### src/source/i2cSlave_consts.svh
/*
 * Register file and synchronizer sizing for the I2C register slave.
 * I2C_PTR_WIDTH must be wide enough to index I2C_REG_COUNT entries.
 * I2C_SYNC_DEPTH is at least 2.
 */
`ifndef I2C_SLAVE_CONSTS_SVH
`define I2C_SLAVE_CONSTS_SVH

// Byte registers behind the slave
`define I2C_REG_COUNT 16

// Register pointer width, log2 of the count
`define I2C_PTR_WIDTH 4

// Input synchronizer flops per pin
`define I2C_SYNC_DEPTH 2

`endif

### src/source/i2cSlavePkg.sv
/*
 * Shared types for the I2C register slave.
 * The opcode encoding follows the R/W bit of the address byte.
 */
`default_nettype none

package i2cSlavePkg;

	// Transfer FSM states
	typedef enum logic [2:0]
	{
		idle,		// Bus free or not addressed
		addr,		// Shifting in the address byte
		addrAck,	// Driving ACK for the address
		wrByte,		// Receiving pointer or data byte
		wrAck,		// Driving ACK for a written byte
		rdByte,		// Shifting out a register byte
		rdAck		// Sampling master ACK/NACK
	} xferStateT;

	// Transfer type from the R/W bit
	typedef enum logic
	{
		opWrite = 1'b0,
		opRead  = 1'b1
	} xferOpT;

endpackage

`default_nettype wire

### src/source/I2cBusDecode.sv
/*
 * SCL/SDA bus condition decode. No glitch filter beyond the synchronizer.
 * Strobes lag the pins by I2C_SYNC_DEPTH + 1 cycles.
 */
`default_nettype none
`include "i2cSlave_consts.svh"

module I2cBusDecode
(
	input  wire  iCLK,
	input  wire  iRST,
	input  wire  iI2cScl,
	input  wire  iI2cSda,
	output logic sclRise,
	output logic sclFall,
	output logic startDet,
	output logic stopDet,
	output logic sdaBit,
	output logic busActive
);

	logic [`I2C_SYNC_DEPTH-1:0] sclSync;	// Synchronizer chains
	logic [`I2C_SYNC_DEPTH-1:0] sdaSync;
	logic sclNow, sdaNow;	// Synchronized levels
	logic sclLast, sdaLast;	// One sample older

	assign sclNow = sclSync[`I2C_SYNC_DEPTH-1];
	assign sdaNow = sdaSync[`I2C_SYNC_DEPTH-1];

	// Pins idle high, so reset to high avoids a false edge
	always_ff @(posedge iCLK)
	begin
		if (iRST)
		begin
			sclSync <= '1;
			sdaSync <= '1;
			sclLast <= 1'b1;
			sdaLast <= 1'b1;
		end
		else
		begin
			sclSync <= {sclSync[`I2C_SYNC_DEPTH-2:0], iI2cScl};
			sdaSync <= {sdaSync[`I2C_SYNC_DEPTH-2:0], iI2cSda};
			sclLast <= sclNow;
			sdaLast <= sdaNow;
		end
	end

	// Registered edge and condition strobes
	always_ff @(posedge iCLK)
	begin
		if (iRST)
		begin
			sclRise  <= 1'b0;
			sclFall  <= 1'b0;
			startDet <= 1'b0;
			stopDet  <= 1'b0;
		end
		else
		begin
			sclRise  <= sclNow & ~sclLast;
			sclFall  <= ~sclNow & sclLast;
			startDet <= sclNow & sclLast & sdaLast & ~sdaNow;	// SDA falls, SCL high
			stopDet  <= sclNow & sclLast & ~sdaLast & sdaNow;	// SDA rises, SCL high
		end
	end

	// Bus ownership between START and STOP
	always_ff @(posedge iCLK)
	begin
		if (iRST)
			busActive <= 1'b0;
		else if (stopDet)
			busActive <= 1'b0;
		else if (startDet)
			busActive <= 1'b1;
	end

	// Same age as the strobes
	assign sdaBit = sdaLast;

endmodule

`default_nettype wire

### src/source/I2cRegResult.sv
/*
 * Byte register file with an auto-incrementing pointer.
 * The pointer wraps at I2C_REG_COUNT. Each write is echoed on oDd/oAdrs/oVd.
 */
`default_nettype none
`include "i2cSlave_consts.svh"

module I2cRegResult
(
	input  wire                       iCLK,
	input  wire                       iRST,
	input  i2cSlavePkg::xferOpT       op,
	input  wire                       ptrLoad,
	input  wire  [`I2C_PTR_WIDTH-1:0] ptrData,
	input  wire                       wrStb,
	input  wire  [7:0]                wrData,
	input  wire                       rdStb,
	output logic [7:0]                rdData,
	output logic [7:0]                oDd,
	output logic [`I2C_PTR_WIDTH-1:0] oAdrs,
	output logic                      oVd
);

	typedef logic [`I2C_PTR_WIDTH-1:0] ptrT;
	localparam ptrT LastPtr = ptrT'(`I2C_REG_COUNT - 1);	// Wrap point

	logic [7:0] regFile [`I2C_REG_COUNT];
	ptrT        ptr;
	ptrT        ptrNext;
	logic       advance;

	// Read strobes only count during a read
	assign advance = wrStb | (rdStb & (op == i2cSlavePkg::opRead));
	assign ptrNext = (ptr == LastPtr) ? '0 : ptr + 1'b1;

	always_ff @(posedge iCLK)
	begin
		oVd <= 1'b0;
		if (iRST)
		begin
			ptr <= '0;
			for (int i = 0; i < `I2C_REG_COUNT; i++)
				regFile[i] <= 8'd0;
		end
		else
		begin
			if (ptrLoad)
				ptr <= ptrData;
			else if (advance)
				ptr <= ptrNext;
			if (wrStb)
			begin
				regFile[ptr] <= wrData;
				oDd          <= wrData;	// Echo of the written byte
				oAdrs        <= ptr;
				oVd          <= 1'b1;
			end
		end
	end

	// Byte at the pointer, ready for the next shift-out
	assign rdData = regFile[ptr];

endmodule

`default_nettype wire

### src/source/I2cSlaveTop.sv
/*
 * I2C register slave top. SCL is input only, no clock stretching.
 * SDA is open drain: oI2cSda is tied low and oI2cSdaOe pulls the line.
 * SCL phases must last well over 8 iCLK periods.
 */
`default_nettype none
`include "i2cSlave_consts.svh"

module I2cSlaveTop
(
	input  wire                       iCLK,
	input  wire                       iRST,
	input  wire                       iI2cScl,
	input  wire                       iI2cSda,
	output logic                      oI2cSda,
	output logic                      oI2cSdaOe,
	input  wire  [6:0]                iSlaveAdrs,
	output logic [7:0]                oDd,
	output logic [`I2C_PTR_WIDTH-1:0] oAdrs,
	output logic                      oVd
);

	logic sclRise, sclFall;	// Decode strobes
	logic startDet, stopDet;
	logic sdaBit;
	logic busActive;
	i2cSlavePkg::xferOpT op;
	logic ptrLoad;
	logic [`I2C_PTR_WIDTH-1:0] ptrData;
	logic wrStb;
	logic [7:0] wrData;
	logic rdStb;
	logic [7:0] rdData;

	I2cBusDecode I2cBusDecode_i
	(
		.iCLK      (iCLK),
		.iRST      (iRST),
		.iI2cScl   (iI2cScl),
		.iI2cSda   (iI2cSda),
		.sclRise   (sclRise),
		.sclFall   (sclFall),
		.startDet  (startDet),
		.stopDet   (stopDet),
		.sdaBit    (sdaBit),
		.busActive (busActive)
	);

	I2cXferExecute I2cXferExecute_i
	(
		.iCLK       (iCLK),
		.iRST       (iRST),
		.iSlaveAdrs (iSlaveAdrs),
		.sclRise    (sclRise),
		.sclFall    (sclFall),
		.startDet   (startDet),
		.stopDet    (stopDet),
		.sdaBit     (sdaBit),
		.busActive  (busActive),
		.rdData     (rdData),
		.op         (op),
		.ptrLoad    (ptrLoad),
		.ptrData    (ptrData),
		.wrStb      (wrStb),
		.wrData     (wrData),
		.rdStb      (rdStb),
		.sdaOe      (oI2cSdaOe)	// Registered in execute
	);

	I2cRegResult I2cRegResult_i
	(
		.iCLK    (iCLK),
		.iRST    (iRST),
		.op      (op),
		.ptrLoad (ptrLoad),
		.ptrData (ptrData),
		.wrStb   (wrStb),
		.wrData  (wrData),
		.rdStb   (rdStb),
		.rdData  (rdData),
		.oDd     (oDd),
		.oAdrs   (oAdrs),
		.oVd     (oVd)
	);

	// Only ever drives low
	assign oI2cSda = 1'b0;

endmodule

`default_nettype wire

### src/source/I2cXferExecute.sv
/*
 * Byte-level I2C slave transfer FSM. 7-bit addressing only, no general call.
 * SDA changes only after a decoded SCL fall; SCL is never held low.
 * Repeated START restarts the address phase.
 */
`default_nettype none
`include "i2cSlave_consts.svh"

module I2cXferExecute
(
	input  wire                     iCLK,
	input  wire                     iRST,
	input  wire  [6:0]              iSlaveAdrs,
	input  wire                     sclRise,
	input  wire                     sclFall,
	input  wire                     startDet,
	input  wire                     stopDet,
	input  wire                     sdaBit,
	input  wire                     busActive,
	input  wire  [7:0]              rdData,
	output i2cSlavePkg::xferOpT     op,
	output logic                    ptrLoad,
	output logic [`I2C_PTR_WIDTH-1:0] ptrData,
	output logic                    wrStb,
	output logic [7:0]              wrData,
	output logic                    rdStb,
	output logic                    sdaOe
);

	i2cSlavePkg::xferStateT state;
	logic [3:0] bitCnt;		// SCL rises in current byte
	logic [7:0] rxShift;	// MSB-first deserializer
	logic [7:0] txShift;	// Read byte being sent
	logic       ptrLoaded;	// Pointer byte seen in this write
	logic [7:0] rxByte;

	// Byte as completed by the current rise
	assign rxByte = {rxShift[6:0], sdaBit};

	always_ff @(posedge iCLK)
	begin
		ptrLoad <= 1'b0;	// Strobes default low
		wrStb   <= 1'b0;
		rdStb   <= 1'b0;
		if (iRST)
		begin
			state     <= i2cSlavePkg::idle;
			bitCnt    <= 4'd0;
			sdaOe     <= 1'b0;
			ptrLoaded <= 1'b0;
			op        <= i2cSlavePkg::opWrite;
		end
		else if (startDet)
		begin
			state     <= i2cSlavePkg::addr;	// Also covers repeated START
			bitCnt    <= 4'd0;
			sdaOe     <= 1'b0;
			ptrLoaded <= 1'b0;
		end
		else if (stopDet || !busActive)
		begin
			state <= i2cSlavePkg::idle;	// Release SDA at once
			sdaOe <= 1'b0;
		end
		else
		begin
			if (sclRise)
			begin
				rxShift <= rxByte;
				bitCnt  <= bitCnt + 4'd1;
			end
			case (state)
				i2cSlavePkg::addr:
					if (sclRise && bitCnt == 4'd7)
					begin
						bitCnt <= 4'd0;
						if (rxByte[7:1] == iSlaveAdrs)
						begin
							op    <= i2cSlavePkg::xferOpT'(rxByte[0]);	// R/W bit
							state <= i2cSlavePkg::addrAck;
						end
						else
							state <= i2cSlavePkg::idle;	// Not us, stay released
					end
				i2cSlavePkg::addrAck:
					if (sclFall)
					begin
						if (!sdaOe)
							sdaOe <= 1'b1;	// ACK low for the ninth clock
						else if (op == i2cSlavePkg::opRead)
						begin
							txShift <= rdData;	// First byte at pointer
							sdaOe   <= ~rdData[7];
							rdStb   <= 1'b1;	// Pointer moves to next byte
							bitCnt  <= 4'd0;
							state   <= i2cSlavePkg::rdByte;
						end
						else
						begin
							sdaOe  <= 1'b0;
							bitCnt <= 4'd0;
							state  <= i2cSlavePkg::wrByte;
						end
					end
				i2cSlavePkg::wrByte:
					if (sclRise && bitCnt == 4'd7)
					begin
						bitCnt <= 4'd0;
						state  <= i2cSlavePkg::wrAck;
						if (ptrLoaded)
						begin
							wrStb  <= 1'b1;
							wrData <= rxByte;
						end
						else
						begin
							ptrLoad   <= 1'b1;	// First data byte is the pointer
							ptrData   <= rxByte[`I2C_PTR_WIDTH-1:0];
							ptrLoaded <= 1'b1;
						end
					end
				i2cSlavePkg::wrAck:
					if (sclFall)
					begin
						if (!sdaOe)
							sdaOe <= 1'b1;
						else
						begin
							sdaOe  <= 1'b0;	// ACK clock done
							bitCnt <= 4'd0;
							state  <= i2cSlavePkg::wrByte;
						end
					end
				i2cSlavePkg::rdByte:
					if (sclFall)
					begin
						if (bitCnt == 4'd8)
						begin
							sdaOe  <= 1'b0;	// Let master drive ACK
							bitCnt <= 4'd0;
							state  <= i2cSlavePkg::rdAck;
						end
						else
						begin
							sdaOe   <= ~txShift[6];	// Open drain, pull for a 0
							txShift <= {txShift[6:0], 1'b0};
						end
					end
				i2cSlavePkg::rdAck:
					if (sclRise && sdaBit)
						state <= i2cSlavePkg::idle;	// NACK ends the read
					else if (sclFall)
					begin
						txShift <= rdData;
						sdaOe   <= ~rdData[7];
						rdStb   <= 1'b1;
						bitCnt  <= 4'd0;
						state   <= i2cSlavePkg::rdByte;
					end
				default:
					state <= i2cSlavePkg::idle;
			endcase
		end
	end

endmodule

`default_nettype wire

### config.mk
export PLATFORM = sky130hd
export DESIGN_NAME = I2cSlaveTop
export DESIGN_NICKNAME = d
export VERILOG_FILES = /design/src/source/i2cSlavePkg.sv /design/src/source/I2cBusDecode.sv /design/src/source/I2cRegResult.sv /design/src/source/I2cSlaveTop.sv /design/src/source/I2cXferExecute.sv
export VERILOG_INCLUDE_DIRS = /design/src /design/src/source
export SDC_FILE = /design/constraint.sdc
export NUM_CORES = 1
export LEC_CHECK = 0
export BUFFER_PORTS_ARGS = -buffer_cell sky130_fd_sc_hd__buf_2
export CAP_MARGIN = 20
export CORE_MARGIN = 8
export CORE_UTILIZATION = 55
export CTS_CLUSTER_DIAMETER = 100
export DETAILED_ROUTE_END_ITERATION = 7
export PLACE_DENSITY = 0.69
export SYNTH_ARGS = -nofsm -noshare
export SYNTH_HDL_FRONTEND = slang
export SYNTH_HIERARCHICAL = 1
export SYNTH_SLANG_ARGS = --single-unit
### constraint.sdc
create_clock -name iCLK -period 3.8 [get_ports iCLK]
set_clock_uncertainty 0.2 [all_clocks]
set_input_delay 0.76 -clock iCLK [delete_from_list [all_inputs] [get_ports iCLK]]
set_output_delay 0.76 -clock iCLK [all_outputs]
set_load 0.02 [all_outputs]
* Word-level counts from Yosys, hierarchy flattened
Memory sizes are Yosys's and may differ from the RTL's. A register that Yosys moved wholly into a read port is not among the register bits.
Index checks and enable logic that the tools add are counted.
W data, S select, Z words.
** Cells by class
- Reductions and logical operators :: 24
- Bitwise operators :: 21
- Eq/ne operators :: 32
- Multiplexer cells :: 63
- $add $sub $neg :: 2
** Operators with widths (count)
- $mux W4 :: 14
- $mux W7 :: 7
- $mux W3 :: 11
- $mux W1 :: 24
- $pmux W7 S3 :: 1
- $ne A4 B2 Y1 const B :: 5
- $pmux W3 S6 :: 1
- $reduce_and A6 Y1 :: 3
- $reduce_and A9 Y1 :: 2
- $pmux W4 S4 :: 1
- $ne A2 B1 Y1 const B :: 6
- $ne A2 B2 Y1 const B :: 6
- $ne A4 B3 Y1 const B :: 3
- $not A1 Y1 :: 12
- $reduce_and A11 Y1 :: 1
- $eq A3 B3 Y1 const B :: 3
- $add A4 B1 Y4 const B :: 2
- $and A1 B1 Y1 :: 8
- $eq A4 B4 Y1 const B :: 2
- $mux W8 :: 1
- $reduce_or A2 Y1 :: 4
- $reduce_or A8 Y1 :: 1
- $eq A7 B7 Y1 :: 1
- $eq A3 B2 Y1 const B :: 2
- 20 further kinds :: 21
** Word-level totals
- Memories :: 1
- Register bits after elaboration :: 67
- Bits in writable memories :: 128
** Memories
- I2cRegResult_i.regFile :: words 16, width 8, read ports 1, clocked after memory_dff 1, wr ports 16, line I2cRegResult.sv:27 : logic [7:0] regFile [`I2C_REG_COUNT];

* Longest topological paths before layout
Gate-level depths: netlist (run 1).
- Depth in word-level cells :: 6
- Mapped depth :: 8
- Depth with buffers taken out :: 7

* Hierarchy
Netlist (run 1), hierarchy kept.
** By module, submodules not included
- I2cRegResult :: cells an instance 426, seq. area each 4384.2 um^2, times used 1, area an instance 6665.1 um^2
- I2cXferExecute :: cells an instance 153, seq. area each 1041.0 um^2, times used 1, area an instance 1810.5 um^2
- I2cBusDecode :: cells an instance 25, seq. area each 220.2 um^2, times used 1, area an instance 329.1 um^2
- I2cSlaveTop :: cells an instance 2, seq. area each 0.0 um^2, times used 1, area an instance 11.3 um^2

* Least setup slack after synthesis (run 1)
No wires, ideal clock.
- Path type :: input to register
- Start point :: input iRST
- End point :: register I2cXferExecute_i.wrData[0], enable pin
- Buffers on the path :: 1
- Path slack :: 1.316 ns
- Required time :: 3.230 ns
- Setup time :: 0.370 ns
- Cell stages on the path :: 5
- Arrival :: 1.914 ns
- Path through :: or2_2 clkbuf_1 nor3_1 nand3_1 nor2_1
** Between the ends
- Longest elaborated chain between the ends :: 2
** RTL lines
- start: declaration :: line I2cSlaveTop.sv:12 : input wire iRST,
- $not A1 Y1 (no source line)
- $reduce_and A6 Y1 (no source line)
- end signal: assignment :: line I2cXferExecute.sv:113 : wrData <= rxByte;
- end: declaration :: line I2cXferExecute.sv:25 : output logic [7:0] wrData,
Every way passes these cells.
A chain may end at the register's enable or synchronous reset.

==> run metrics, run 1 <==
setup TNS=0 ps; estimated wirelength of the detail-placed design=around 13000 µm; Max Fclk=about 0.37 GHz; Critical Path End=I2cXferExecute_i/txShift[2]; Startpoint Class=flop; Post-Place Setup Slack=slightly below 900 ps; worst-case clock buffer depth=2; Compound-Gate Fraction of Synth Area=0.0456; max-slew violations=0; final antenna-violating net count=0; Synth Warn #=6; cts repair resizes=0; Critical Path AT=2670 ps; mux contribution to synthesized area=0.0988; Worst Tran Pin Value=around 780 ps; register bit total from synthesis=between 150 and 200; global-route usage over all layers=0.197; Wirelength per Cell=roughly 22 µm; EDFF count, synth=around 170; Final #Nets=roughly 650; diode count=0; Crit Path Class=flop to flop; proportion of netlist area held by the largest area contributor=0.565; vias in the first global route=about 5000; worst path cell trace=buf_4 -> mux4_1 -> a22oi_1 -> nand2_1 -> mux2_2; commonest non-fill, non-tap cells in the layout=edfxtp_1, and2_1, nor2_1, dfxtp_1, buf_2; Synth Area per Inst=roughly 15 µm²; CTS tree=built; Post-synth top flop=edfxtp_1; Setup Fix Bufs, Post-CTS=0; H-tree depth=4; Final min period=2690 ps; final worst-path cycle share=0.708; worst reg-to-reg setup slack=1110 ps; layout overhead on the synthesized area=10.0%; PwrDens=between 400 and 500 nW/µm²; worst-path fanout max=17; Critical Path Sink Type=flop; cell taking the most area after synthesis=edfxtp_1; maximum vdd drop=around 0.59 mV; drt initial violations=between 400 and 500; Critical Path RT=about 3800 ps; # IOs=26; num rows=46; PortBufs=24; Mapped Area=slightly below 9000 µm²; share of cells above drive strength 1=0.190; total clock sinks=roughly 200; cts hold-fix bufs=0; antenna violations before repair=0; xor and xnor area share after synthesis=0.0109; GPL Wtd Cong=between 0.8 and 0.9; # setup viols final=0; Async SR Flop Fraction=0; Post-Synth Adder-Cell Area=0.00852; clock root buffer=clkbuf_16; clk_lat worst skew=roughly 430 ps; Clock transition at path regs=roughly 70 ps; R2R cell count=5; CORE AREA=~16000 µm²; status=finished clean; post-synthesis sequential area ratio=0.640; Hold Crit Class=flop to flop; ranking of synthesized cells by area=edfxtp_1, and2_1, dfxtp_1; Fill cells=about 1200; total grt overflow=0; final hold violation count=0; post-synth cell types=59; Worst R2R End=I2cXferExecute_i/txShift[2]; Relative slew margins=0.479; RSZ-0062 raised after global routing=no; die area=20300 µm²; Chip Width=around 140 µm; Simple-Gate Fraction of Synth Area=0.169; first-pass GRT wire length=between 20000 and 30000 µm; pin count of the biggest net entering global routing=33; die height=around 140 µm; slowest stage delay, CP=roughly 740 ps; CTS buffer count=17; setup slack after layout=between 1000 and 1500 ps; Max Cap Viol=0; Post-Route WL=between 15000 and 20000 µm; largest family of logic cells by synthesized area=simple AND/OR/NAND/NOR gates; Initial Util=0.559; Vias/cell=5.70; commonest non-fill, non-tap cell in the layout=edfxtp_1; DR vias=roughly 5000; DR DRC count=0; Syn Inst Count=606; P_leak=around 3.5 nW; DRT Pass-1 Iters=5; syn nets=around 620; CP max stage cell=dfxtp_2
-- through the flow --
stage          instances  utilization  power [mW]  hold WS [ps]  instance area, µm²
5_1_grt              864        0.615        4.37           242                9700
2_1_floorplan        606            -        2.54           183                8820
3_5_place_dp         832        0.579        2.58           204                9140
6_report             864        0.615        4.26           218                9700
4_1_cts              864        0.615        4.27           221                9700
3_3_place_gp         832        0.579        2.58           204                9140
-- flip-flops by register name, indices dropped and copies added (netlist names), 2 cells and up, named ones only --
name and count:
I2cXferExecute_i/state 3, I2cXferExecute_i/bitCnt 4, I2cRegResult_i/regFile 128, I2cRegResult_i/oDd 8, I2cRegResult_i/oAdrs 4, I2cBusDecode_i/sdaSync 2
I2cRegResult_i/ptr 4, I2cXferExecute_i/ptrData 4, I2cXferExecute_i/rxShift 7, I2cXferExecute_i/wrData 8, I2cXferExecute_i/txShift 7, I2cBusDecode_i/sclSync 2
-- worst min path at each step --
| stage | slack [ps] | cells past startpoint | endpoint | startpoint |
|---|---|---|---|---|
| 2_1_floorplan | 180 | 1 | I2cBusDecode_i/sclSync[1] | I2cBusDecode_i/sclSync[0] |
| 3_3_place_gp | 200 | 1 | I2cBusDecode_i/sclSync[1] | I2cBusDecode_i/sclSync[0] |
| 3_5_place_dp | 200 | 1 | I2cBusDecode_i/sclSync[1] | I2cBusDecode_i/sclSync[0] |
| 4_1_cts | 220 | 1 | I2cBusDecode_i/sclSync[1] | I2cBusDecode_i/sclSync[0] |
| 5_1_grt | 240 | 1 | I2cBusDecode_i/sclSync[1] | I2cBusDecode_i/sclSync[0] |
| 6_report | 220 | 1 | I2cBusDecode_i/sclSync[1] | I2cBusDecode_i/sclSync[0] |
-- routing by layer --
layer,vias up,part of all wire,global-route usage
met3,26,0.055,0.0416
met5,-,0,0
li1,2289,-,-
met2,130,0.49,0.316
met1,2483,0.43,0.259
met4,0,0.019,0.0766
-- layout make-up --
| class | count | area, µm² | share of cell area |
|---|---|---|---|
| Sequential cell | 199 | 5650 | 0.582 |
| Multi-Input combinational cell | 364 | 2940 | 0.303 |
| Clock buffer | 19 | 443 | 0.0457 |
| Tap cell | 216 | 270 | 0.0279 |
| Timing Repair Buffer | 38 | 225 | 0.0232 |
| Clock inverter | 13 | 124 | 0.0128 |
| Inverter | 15 | 56.3 | 0.00580 |
-- critical path, delay by kind of cell, from the launching register on --
kind / cells / cell delay, ps
simple gates: 1 / 80
flops: 1 / 740
buf+inv: 1 / 310
compound gates: 1 / 180
mux: 2 / 920
-- cell families (layout without fill, tap and decap cells) --
family	after synthesis	after routing
AOI/OAI and AO/OA	56	56
xor gates and xnor gates	11	11
adders and majority gates	6	6
buffers and inverters	43	85
DFF	199	199
muxes	41	41
other	1	1
and+or+nand+nor	249	249
-- cell usage after synthesis, drive strengths merged (6+ instances only) --
cell / instances
a21oi: 8
a22oi: 17
and2: 130
buf: 12
clkbuf: 13
dfxtp: 33
edfxtp: 166
ha: 6
inv: 15
mux2: 6
mux4: 32
nand2: 18
nand3b: 6
nor2: 33
nor3: 9
o21ai: 10
or2: 23
xnor2: 9
-- power by group --
| group | total, mW | switching, mW | leakage [nW] | internal [mW] |
|---|---|---|---|---|
| Combinational | 0.101 | 0.0588 | 1.33 | 0.0423 |
| Sequential | 2.43 | 0.0218 | 1.88 | 2.41 |
| Clock | 1.73 | 0.803 | 0.266 | 0.928 |
| Total | 4.26 | 0.884 | 3.48 | 3.38 |
Power figures use the tool's default switching activity.
==> run 2, diff against run 1 <==
--- a/config.mk
+++ b/config.mk
@@ -12,7 +12,7 @@
 export CORE_UTILIZATION = 55
 export CTS_CLUSTER_DIAMETER = 100
 export DETAILED_ROUTE_END_ITERATION = 7
-export PLACE_DENSITY = 0.69
+export PLACE_DENSITY = 0.72
 export SYNTH_ARGS = -nofsm -noshare
 export SYNTH_HDL_FRONTEND = slang
 export SYNTH_HIERARCHICAL = 1
==> constraint.sdc (replaced) <==
create_clock -name iCLK -period 2.15 [get_ports iCLK]
set_clock_uncertainty 0.2 [all_clocks]
set_input_delay 0.43 -clock iCLK [delete_from_list [all_inputs] [get_ports iCLK]]
set_output_delay 0.43 -clock iCLK [all_outputs]
set_load 0.02 [all_outputs]
==> run metrics, run 2 (same netlist as run 1, synthesis figures left out) <==
DR DRC count=0 (unchanged); Largest register FFs=128 (unchanged); Initial Util=0.559 (unchanged); setup TNS=0 ps (unchanged); Largest regs=I2cRegResult_i/regFile (128), I2cRegResult_i/oDd (8), I2cXferExecute_i/wrData (8); Hold Crit Class=flop to flop; Vias/cell=5.68 (-0.44%); Placed Cells=864 (+3.8%); Biggest register=I2cRegResult_i/regFile; clock root buffer=clkbuf_16; Cell Area, Placed=9400 µm² (+2.9%); die area=20300 µm² (unchanged); hold path start=I2cBusDecode_i/sclSync[0]; non-filler cells, final=906 (+4.9%); drt initial violations=557 (+35%); estimated wirelength of the detail-placed design=13000 µm (+2.6%); first-pass GRT wire length=29200 µm (-0.61%); share of cells above drive strength 1=0.264 (+0.0740); commonest non-fill, non-tap cell in the layout=edfxtp_1; antenna violations before repair=0 (unchanged); Relative slew margins=0.484 (+0.00458); maximum vdd drop=0.603 mV (+2.0%); Worst Tran Pin Value=774 ps (-6.87 ps); PortBufs=24 (unchanged); P_leak=3.69 nW (+6.0%); status=finished clean; final antenna-violating net count=0 (unchanged); diode count=0 (unchanged); final worst-path cycle share=0.997 (+0.290); CTS tree=built; Clock transition at path regs=80 ps (about the same); total grt overflow=0 (unchanged); Startpoint Class=flop; Crit Path Class=flop to flop; CORE AREA=15800 µm² (unchanged); max-slew violations=0 (unchanged); slowest stage delay, CP=530 ps (-210 ps); Wirelength per Cell=21.1 µm (-3.4%); Max Cap Viol=0 (unchanged); DR vias=5145 (+4.4%); Design Area, Final=10100 µm² (+4.2%); Chip Width=143 µm (unchanged); # setup viols final=0 (unchanged); die height=143 µm (unchanged); vias in the first global route=5194 (+1.5%); commonest non-fill, non-tap cells in the layout=edfxtp_1, and2_1, buf_4; Critical Path AT=2140 ps (-530 ps); Post-Route WL=19100 µm (+1.3%); Critical Path Sink Type=flop; CP max stage cell=mux4_2; PwrDens=751 nW/µm² (+71%); Max Fclk=0.466 GHz (+25%); worst path cell trace=buf_8 -> mux4_2 -> a22oi_2 -> nand2_1 -> mux2_2; CTS buffer count=17 (unchanged); RSZ-0062 raised after global routing=yes; worst-path fanout max=8 (-9); layout overhead on the synthesized area=14.6%; # IOs=26 (unchanged); final hold slack=212 ps (-5.54 ps); total clock sinks=199 (unchanged); worst-case clock buffer depth=2 (unchanged); Critical Path RT=2140 ps (-1640 ps); final hold violation count=0 (unchanged); DRT Pass-1 Iters=5 (unchanged); GPL Wtd Cong=0.865 (+4.6%); H-tree depth=4 (unchanged); Final #Nets=694 (+6.4%); Final min period=2140 ps (-545 ps); num rows=46 (unchanged); pin count of the biggest net entering global routing=33 (unchanged); global-route usage over all layers=0.197 (-0.000279); clk_lat worst skew=440 ps (about the same)
## run 2: cell count changes in the layout (fill, tap and decap cells not counted), sizes merged
cell         delta
bufinv          -1
buf            +40
clkinv          +1
clkbuf          -1
clkinvlp        -4
dlygate4sd3     +2
inv             +5
## run 2: final cells by class
| class | instances | area [µm²] |
|---|---|---|
| fill | 1173 | 5660 |
| clock inverter | 14 | 153 |
| timing repair buffer | 80 | 582 |
| inverter | 15 | 56.3 |
| tap | 216 | 270 |
| sequential | 199 | 5650 |
| clock buffer | 18 | 429 |
| multi-input combinational | 364 | 2960 |
## run 2: where the power goes
part           internal, mW  total [mW]  switching [mW]
clock                  1.56        3.11            1.55
sequential             4.26        4.30          0.0398
combinational        0.0840       0.185           0.101
total                  5.90        7.59            1.69
## run 2: path summary, 6_finish.rpt
kind | end | slack (ps) | cells after the start
worst min-delay path | I2cBusDecode_i/sclSync[1] | 210 | 1
worst max-delay path | I2cXferExecute_i/txShift[6] | 5 | 5
worst min register to register | I2cBusDecode_i/sclSync[1] | 210 | 1
worst max register to register | I2cXferExecute_i/txShift[6] | 5 | 5
## run 2: repair_timing
item                                    in CTS  in global routing
cloned                                       0                  0
pin swaps                                    0                  5
gates resized for setup                      5                 18
buffers inserted                             0                  8
hold endpoints to repair                     2                  0
endpoints found under the setup margin       7                 28
hold buffers                                 2                  0
## run 2: metrics by stage
stage                      util  power (mW)  worst slack, ps
after floorplan               -        4.49              100
after global routing      0.641        7.80            -49.6
final                     0.641        7.59             5.49
after CTS                 0.635        7.61            -64.1
after detailed placement  0.596        4.57             -150
after global placement    0.596        4.55            -87.1
## run 2: per-layer routing
metal / share of wire / GRT usage / wire length (µm)
met1: 0.43 / 0.256 / 8170
met2: 0.48 / 0.316 / 9250
met3: 0.067 / 0.0493 / 1290
met4: 0.020 / 0.0716 / 379
met5: 0 / 0 / 0
## run 2: worst max-delay path: cells and delay by family, from the launching register on
kind / cells / cell delay [ps]
AOI/OAI and AO/OA: 1 / 280
muxes: 2 / 790
DFF: 1 / 380
and+or+nand+nor: 1 / 90
buffers and inverters: 1 / 150
==> run 3, diff against run 2 <==
--- a/config.mk
+++ b/config.mk
@@ -13,6 +13,7 @@
 export CTS_CLUSTER_DIAMETER = 100
 export DETAILED_ROUTE_END_ITERATION = 7
 export PLACE_DENSITY = 0.72
+export SETUP_SLACK_MARGIN = 0.15
 export SYNTH_ARGS = -nofsm -noshare
 export SYNTH_HDL_FRONTEND = slang
 export SYNTH_HIERARCHICAL = 1
==> run metrics, run 3 (same netlist as run 1, synthesis figures left out) <==
pin count of the biggest net entering global routing=22 (-33%); CP max stage cell=mux4_2; Chip Width=143 µm (unchanged); DRT Pass-1 Iters=5 (unchanged); Hold Crit Class=input port to flop; setup TNS=-241 ps (-241 ps); # IOs=26 (unchanged); setup slack after layout=-98.7 ps (-104 ps); Largest regs=I2cRegResult_i/regFile (128), I2cRegResult_i/oDd (8), I2cXferExecute_i/wrData (8); PwrDens=758 nW/µm² (+0.89%); CORE AREA=15800 µm² (unchanged); Critical Path Sink Type=flop; commonest non-fill, non-tap cells in the layout=edfxtp_1, and2_1, buf_4; CP top delay family=multiplexers; H-tree depth=4 (unchanged); final hold slack=165 ps (-47.2 ps); Tot Pwr=7.72 mW (+1.7%); estimated wirelength of the detail-placed design=13100 µm (+0.73%); diode count=0 (unchanged); clk_lat worst skew=440 ps (about the same); commonest non-fill, non-tap cell in the layout=edfxtp_1; worst-case clock buffer depth=2 (unchanged); layout overhead on the synthesized area=15.5%; total clock sinks=199 (unchanged); worst-path fanout max=6 (-2); share of cells above drive strength 1=0.273 (+0.00922); Worst Hold Depth=3 (+2); Critical Path AT=2230 ps (+90 ps); Largest register FFs=128 (unchanged); GPL Wtd Cong=0.844 (-2.5%); vias in the first global route=5352 (+3.0%); Wirelength per Cell=21.7 µm (+3.2%); max-slew violations=0 (unchanged); Crit Path Class=flop to flop; clock root buffer=clkbuf_16; die height=143 µm (unchanged); num rows=46 (unchanged); final antenna-violating net count=0 (unchanged); Clock transition at path regs=70 ps (about the same); failing checks=negative setup slack; drt initial violations=642 (+15%); final hold violation count=0 (unchanged); Placed Cells=857 (-0.81%); CTS tree=built; slowest stage delay, CP=570 ps (+40 ps); status=finished with violations; global-route usage over all layers=0.206 (+0.00899); Post-Route WL=19600 µm (+2.7%); Vias/cell=5.74 (+1.1%); Final min period=2250 ps (+104 ps); worst path cell trace=buf_12 -> buf_8 -> mux4_2 -> a22oi_2 -> nand2_1 -> mux2_4; antenna violations before repair=0 (unchanged); Max Fclk=0.445 GHz (-4.6%); Worst Tran Pin Value=700 ps (-74.1 ps); Max Cap Viol=0 (unchanged); Final #Nets=689 (-0.72%); Biggest register=I2cRegResult_i/regFile; RSZ-0062 raised after global routing=yes; DR DRC count=0 (unchanged); R2R cell count=6 (+1); CTS buffer count=17 (unchanged); Startpoint Class=flop; P_leak=3.70 nW (+0.22%); total grt overflow=0 (unchanged); Critical Path RT=2130 ps (about the same); CP Depth=6 (+1); Initial Util=0.559 (unchanged); first-pass GRT wire length=30800 µm (+5.2%); DR vias=5171 (+0.51%); Relative slew margins=0.533 (+0.0494); Worst Path Buf+Inv=2 (+1); non-filler cells, final=901 (-0.55%); PortBufs=24 (unchanged); die area=20300 µm² (unchanged); final worst-path cycle share=1.05 (+0.0485); # setup viols final=8 (+8); Post-Place Setup Slack=-242 ps (-92.7 ps); maximum vdd drop=0.566 mV (-6.1%)
==> run 3: cell types whose count changed in the layout (fill, tap and decap cells not counted), moves of 4 or more <==
cell | previous run | this run
buf_4 | 50 | 42
mux2_2 | 6 | 1
mux2_4 | 0 | 5
buf_12 | 2 | 6
or2_2 | 18 | 14
or2_4 | 0 | 4
==> run 3: area by class of cell <==
class / instances / area (µm²)
clock buffers: 17 / 425
clock inverters: 15 / 165
fillers: 1168 / 5590
inverters: 15 / 56.3
multi-input cells: 364 / 3020
flip-flops and latches: 199 / 5660
well taps: 216 / 270
repair buffers: 75 / 591
==> run 3: final timing paths <==
kind,from,to,slack (ps)
worst max-delay path,flop,I2cXferExecute_i/txShift[5],-100
worst max register to register,flop,I2cXferExecute_i/txShift[5],-100
worst min register to register,I2cBusDecode_i/sclSync[0],I2cBusDecode_i/sclSync[1],220
worst min-delay path,iRST,I2cBusDecode_i/sclRise,160
==> run 3: stage by stage <==
| step | util | cell area, µm² |
|---|---|---|
| after floorplan | - | 8830 |
| after global placement | 0.595 | 9390 |
| after detailed placement | 0.595 | 9390 |
| after CTS | 0.641 | 10100 |
| after global routing | 0.646 | 10200 |
| final | 0.646 | 10200 |
==> run 3: worst reg2reg max path, delay by kind of cell, from the launching register on <==
kind | cells | cell delay, ps
multiplexers | 2 | 830
flip-flops | 1 | 370
buffers and inverters | 2 | 270
AO/OA/AOI/OAI | 1 | 230
AND/OR/NAND/NOR | 1 | 90
==> run 3: layer usage <==
metal | part of all wire | track usage
met1 | 0.43 | 0.266
met5 | 0 | 0
met2 | 0.49 | 0.336
met4 | 0.021 | 0.0783
met3 | 0.062 | 0.0446
==> run 3: repair_timing <==
action	4_1_cts	5_1_grt
hold buffers	2	0
resized for setup	29	16
pin swaps	16	8
endpoints found under the hold margin	2	0
setup endpoints to repair	61	63
buffers inserted	7	3
==> run 3: report_power, final <==
| group | switching (mW) | total, mW | internal (mW) |
|---|---|---|---|
| Clock | 1.48 | 3.22 | 1.74 |
| Sequential | 0.0355 | 4.29 | 4.26 |
| Combinational | 0.112 | 0.204 | 0.0919 |
